--- config.mk ---
export PLATFORM = sky130hd
export DESIGN_NAME = icache_array
export DESIGN_NICKNAME = d
export VERILOG_FILES = /design/src/design/fetch_pkg.sv /design/src/design/icache_array.sv
export SDC_FILE = /design/constraint.sdc
export NUM_CORES = 2
export LEC_CHECK = 0
export ABC_AREA = 1
export BUFFER_PORTS_ARGS = -buffer_cell sky130_fd_sc_hd__buf_2
export CORE_AREA = 3 3 720 722
export DETAILED_ROUTE_END_ITERATION = 7
export DIE_AREA = 0 0 723 725
export PLACE_DENSITY = 0.47
export SLEW_MARGIN = 20
export SYNTH_ARGS = -nofsm -noshare
export SYNTH_HDL_FRONTEND = slang
export SYNTH_SLANG_ARGS = --single-unit
--- constraint.sdc ---
create_clock -name clock -period 9.7 [get_ports clock]
set_clock_uncertainty 0.2 [all_clocks]
set_input_delay 0.485 -clock clock [delete_from_list [all_inputs] [get_ports clock]]
set_output_delay 0.485 -clock clock [all_outputs]
set_load 0.02 [all_outputs]
--- src/design/fetch_pkg.sv ---
package fetch_pkg;

	// address and instruction word widths
	localparam int addr_w = 64;
	localparam int word_w = 64;

	// tag 0 is reserved for busy / nothing returning
	localparam int mem_tag_w = 4;

	typedef enum logic
	{
		cmd_none = 1'b0,
		cmd_load = 1'b1
	} mem_cmd_e;

	typedef struct packed
	{
		logic              valid;
		logic [addr_w-1:0] addr;
	} fetch_req_t;

	typedef struct packed
	{
		logic              valid;
		logic [addr_w-1:0] addr;
		logic [word_w-1:0] data;
	} fetch_resp_t;

	typedef struct packed
	{
		mem_cmd_e          command;
		logic [addr_w-1:0] addr;
	} mem_req_t;

	// response accepts a load, tag marks returning data
	typedef struct packed
	{
		logic [mem_tag_w-1:0] response;
		logic [mem_tag_w-1:0] tag;
		logic [word_w-1:0]    data;
	} mem_resp_t;

	typedef struct packed
	{
		logic                 valid;
		logic                 filled;
		logic [mem_tag_w-1:0] mem_tag;
		logic [addr_w-1:0]    addr;
		logic [word_w-1:0]    data;
	} queue_entry_t;

endpackage
--- src/design/icache_array.sv ---
`timescale 1ns/1ns

module icache_array import fetch_pkg::*;
#(
	parameter int cache_lines = 32
)
(
	input  logic              clock,
	input  logic              reset,

	input  logic [addr_w-1:0] lookup_addr,
	output logic              hit,
	output logic [word_w-1:0] hit_data,

	input  logic              fill_valid,
	input  logic [addr_w-1:0] fill_addr,
	input  logic [word_w-1:0] fill_data
);

	// one word per line, byte offset below the index
	localparam int off_w = $clog2(word_w / 8);
	localparam int idx_w = $clog2(cache_lines);
	localparam int tag_w = addr_w - off_w - idx_w;

	logic [cache_lines-1:0] line_valid;
	logic [tag_w-1:0]       line_tag [cache_lines];
	logic [word_w-1:0]      line_data [cache_lines];

	logic [idx_w-1:0] lookup_idx;
	logic [tag_w-1:0] lookup_tag;
	logic [idx_w-1:0] fill_idx;
	logic [tag_w-1:0] fill_tag;

	assign lookup_idx = lookup_addr[off_w +: idx_w];
	assign lookup_tag = lookup_addr[addr_w-1 -: tag_w];
	assign fill_idx   = fill_addr[off_w +: idx_w];
	assign fill_tag   = fill_addr[addr_w-1 -: tag_w];

	// combinational read port
	assign hit      = line_valid[lookup_idx] && (line_tag[lookup_idx] == lookup_tag);
	assign hit_data = line_data[lookup_idx];

	always_ff @(posedge clock)
	begin
		if (reset)
		begin
			line_valid <= '0;
		end
		else if (fill_valid)
		begin
			line_valid[fill_idx] <= 1'b1;
		end
	end

	// fill replaces whatever the line held
	always_ff @(posedge clock)
	begin
		if (fill_valid)
		begin
			line_tag[fill_idx]  <= fill_tag;
			line_data[fill_idx] <= fill_data;
		end
	end

endmodule

==> metrics.md <==
| Metric | Value |
|---|---|
| Post-Synthesis Cells | `12097` |
| CTS sink cnt | `3872` |
| GRT Total Usage | `18.68%` |
| Synth Register Bits | `3872` |
| Post-CTS Resized | `0` |
| CP max-delay cell | `buf_4` |
| Vias | `99246` |
| Static leakage | `57.97 nW` |
| Async set or reset register ratio after synthesis | `0%` |
| Avg Cell Area, Syn | `12.69 µm²` |
| Global-route wire length before repair | `716600 µm` |
| Most frequent cells in the layout | `edfxtp_1 (3840), nand2_1 (2328), nand3_1 (1606)` |
| CP startpoint kind | `primary input` |
| Core Area | `0.5127 mm²` |
| Top-level port count | `260` |
| Clk_lat worst skew | `0.96 ns` |
| Fin. max-slew vios | `0` |
| Total die area | `0.5242 mm²` |
| Synth Net Count | `12292` |
| Status | `finished clean` |
| Root buffer cell | `clkbuf_16` |
| Slowest cell delay on critical path | `0.91 ns` |
| Sequential share of the synthesized area | `75.55%` |
| GRT overflow | `0` |
| Synth Flop Type | `edfxtp_1` |
| Worst vdd ir | `155.9 µV` |
| Fmax | `163.8 MHz` |
| Worst path arrival time | `5.42 ns` |
| Layout cells sized above 1 | `8.264%` |
| Placer Congestion | `0.7225` |
| Dpl cells | `18467` |
| Crit. End Element | `output pin` |
| WP data required | `9.02 ns` |
| Largest net degree at the start of global routing | `215` |
| RSZ-0062 raised after global routing | `no` |
| CTS tree | `yes` |
| Synthesized area | `0.1535 mm²` |
| Worst-Margin Slew | `1.266 ns` |
| Min Tclk post-route | `6.106 ns` |
| Final setup fails | `0` |
| Final cell count without fillers | `19346` |
| First-pass DRT Iterations | `5` |
| Post-synth EDFFs | `3840` |
| Pwr dens | `205.6 mW/mm²` |
| Hold Vio Cnt, Final | `0` |
| Hpwl dp | `236900 µm` |
| Routed wire length | `507200 µm` |
| Commonest non-fill, non-tap cell in the layout | `edfxtp_1` |
| Vias in the first global route | `94102` |
| H-tree depth | `5` |
| Wire per inst | `26.22 µm` |
| Clk buf depth | `4` |
| Synth warn | `0` |
| Initial Util | `29.94%` |
| Max-cap violations | `0` |
| Row Count | `263` |
| Port buffer count | `253` |
| Area delta synth->final | `14.37%` |
| Final period util | `62.95%` |
| Hold WC Path Type | `in -> reg` |
| Initial antenna violation count | `88` |
| Rel. slew slack | `15.62%` |
| Via/cell ratio | `5.130` |
| Die Y | `725 µm` |
| CP Max Fanout | `142` |
| Critical Path, Cell by Cell | `buf_12 -> buf_12 -> buf_4 -> buf_4 -> o21ai_1 -> o22ai_1 -> nor2_1 -> o32ai_1 -> nor2_1 -> a31oi_1 -> buf_2` |
| Layout Nets | `12433` |
| Die width | `723 µm` |
| Yosys cell types | `31` |
| Routed Antenna Nets | `0` |
| FILL cells | `50591` |
| Clock slew at reported path FFs | `0.06 ns` |
| Detailed Route Iter0 Violations | `9018` |
| Num CTS Buffers | `405` |
| Post-route setup TNS | `0 ns` |
| Critical path class | `in -> out` |
| DRC | `0` |
-- worst paths after layout --
kind                                startpoint  cells after the start  slack (ns)          endpoint
worst max register to register   line_valid[8]                      2        8.90     line_valid[8]
worst max-delay path            lookup_addr[3]                     11        3.59      hit_data[34]
worst min-delay path              fill_addr[6]                      4        0.14  line_data[21][8]
worst min register to register   line_valid[2]                      2        0.27     line_valid[2]
-- report_power, final --
group	internal, mW	switching (mW)	leakage, nW
registers	18.6	0.0385	34.9
clock network	8.57	6.66	6.22
logic	0.553	1.68	16.9
-- worst max-delay path, delay by kind of cell --
family / cells / cell delay (ns)
AOI/OAI and AO/OA: 4 / 1.44
buffers and inverters: 5 / 3.13
and+or+nand+nor: 2 / 0.13
-- registers in the layout, summed over array words and instances, names as in the netlist --
signal / cells
line_data: 2048
line_tag: 1792
line_valid: 32
-- cells in the mapped netlist (45+ instances only) --
cell type	instances	area [µm²]
nand2_1	2328	8738
inv_1	70	262.8
nor2_1	1376	5165
buf_2	347	1737
nand3_1	1606	8038
buf_1	52	195.2
o22ai_1	500	3128
a21oi_1	45	225.2
edfxtp_1	3840	115300
o21ai_1	57	285.3
buf_4	77	578.1
o21ai_0	1198	5996
clkbuf_1	332	1246
o221ai_1	95	832.1
-- metrics by stage --
stage / power (mW) / utilization, % / instance area (µm²) / setup slack (ns) / hold slack, ns
final: 36.09 / 34.24 / 175500 / 3.594 / 0.1414
after global routing: 37.31 / 34.23 / 175500 / 3.284 / 0.1382
after CTS: 36.45 / 34.23 / 175500 / 3.519 / 0.05759
after detailed placement: 21.18 / 31.51 / 161500 / 3.510 / 0.2569
after global placement: 21.17 / 31.51 / 161500 / 3.484 / 0.2444
after floorplan: 20.24 / - / 153500 / 3.026 / 0.2349
-- timing repair --
item	4_1_cts	5_1_grt
setup endpoints to repair	0	0
setup buffers	0	0
hold buffers	121	0
hold endpoints to repair	3872	0
-- final cells by class --
class	count	area, µm²	share of cell area, %
sequential	3872	116000	66.06
multi-input combinational	7313	33400	19.03
clock buffer	489	10600	6.037
tap	6757	8454	4.816
timing repair buffer	569	4584	2.612
clock inverter	252	2155	1.227
inverter	77	344.1	0.1960
antenna	17	42.54	0.02424
-- cell families (layout without fill, tap and decap cells) --
group	Yosys count	after routing	synth area share, %
buffers and inverters	912	1387	2.840
DFF	3872	3872	75.55
other	0	17	0
and+or+nand+nor	5345	5345	14.44
AOI/OAI and AO/OA	1968	1968	7.165
-- layer usage --
| layer | vias to the layer above | wire length [µm] | GRT usage (%) |
|---|---|---|---|
| met5 | - | 169 | 0 |
| met4 | 26 | 11480 | 3.976 |
| met3 | 722 | 25450 | 2.098 |
| met2 | 2847 | 240500 | 30.72 |
| met1 | 51169 | 229600 | 26.62 |
| li1 | 44482 | - | - |
Power figures use the tool's default switching activity.
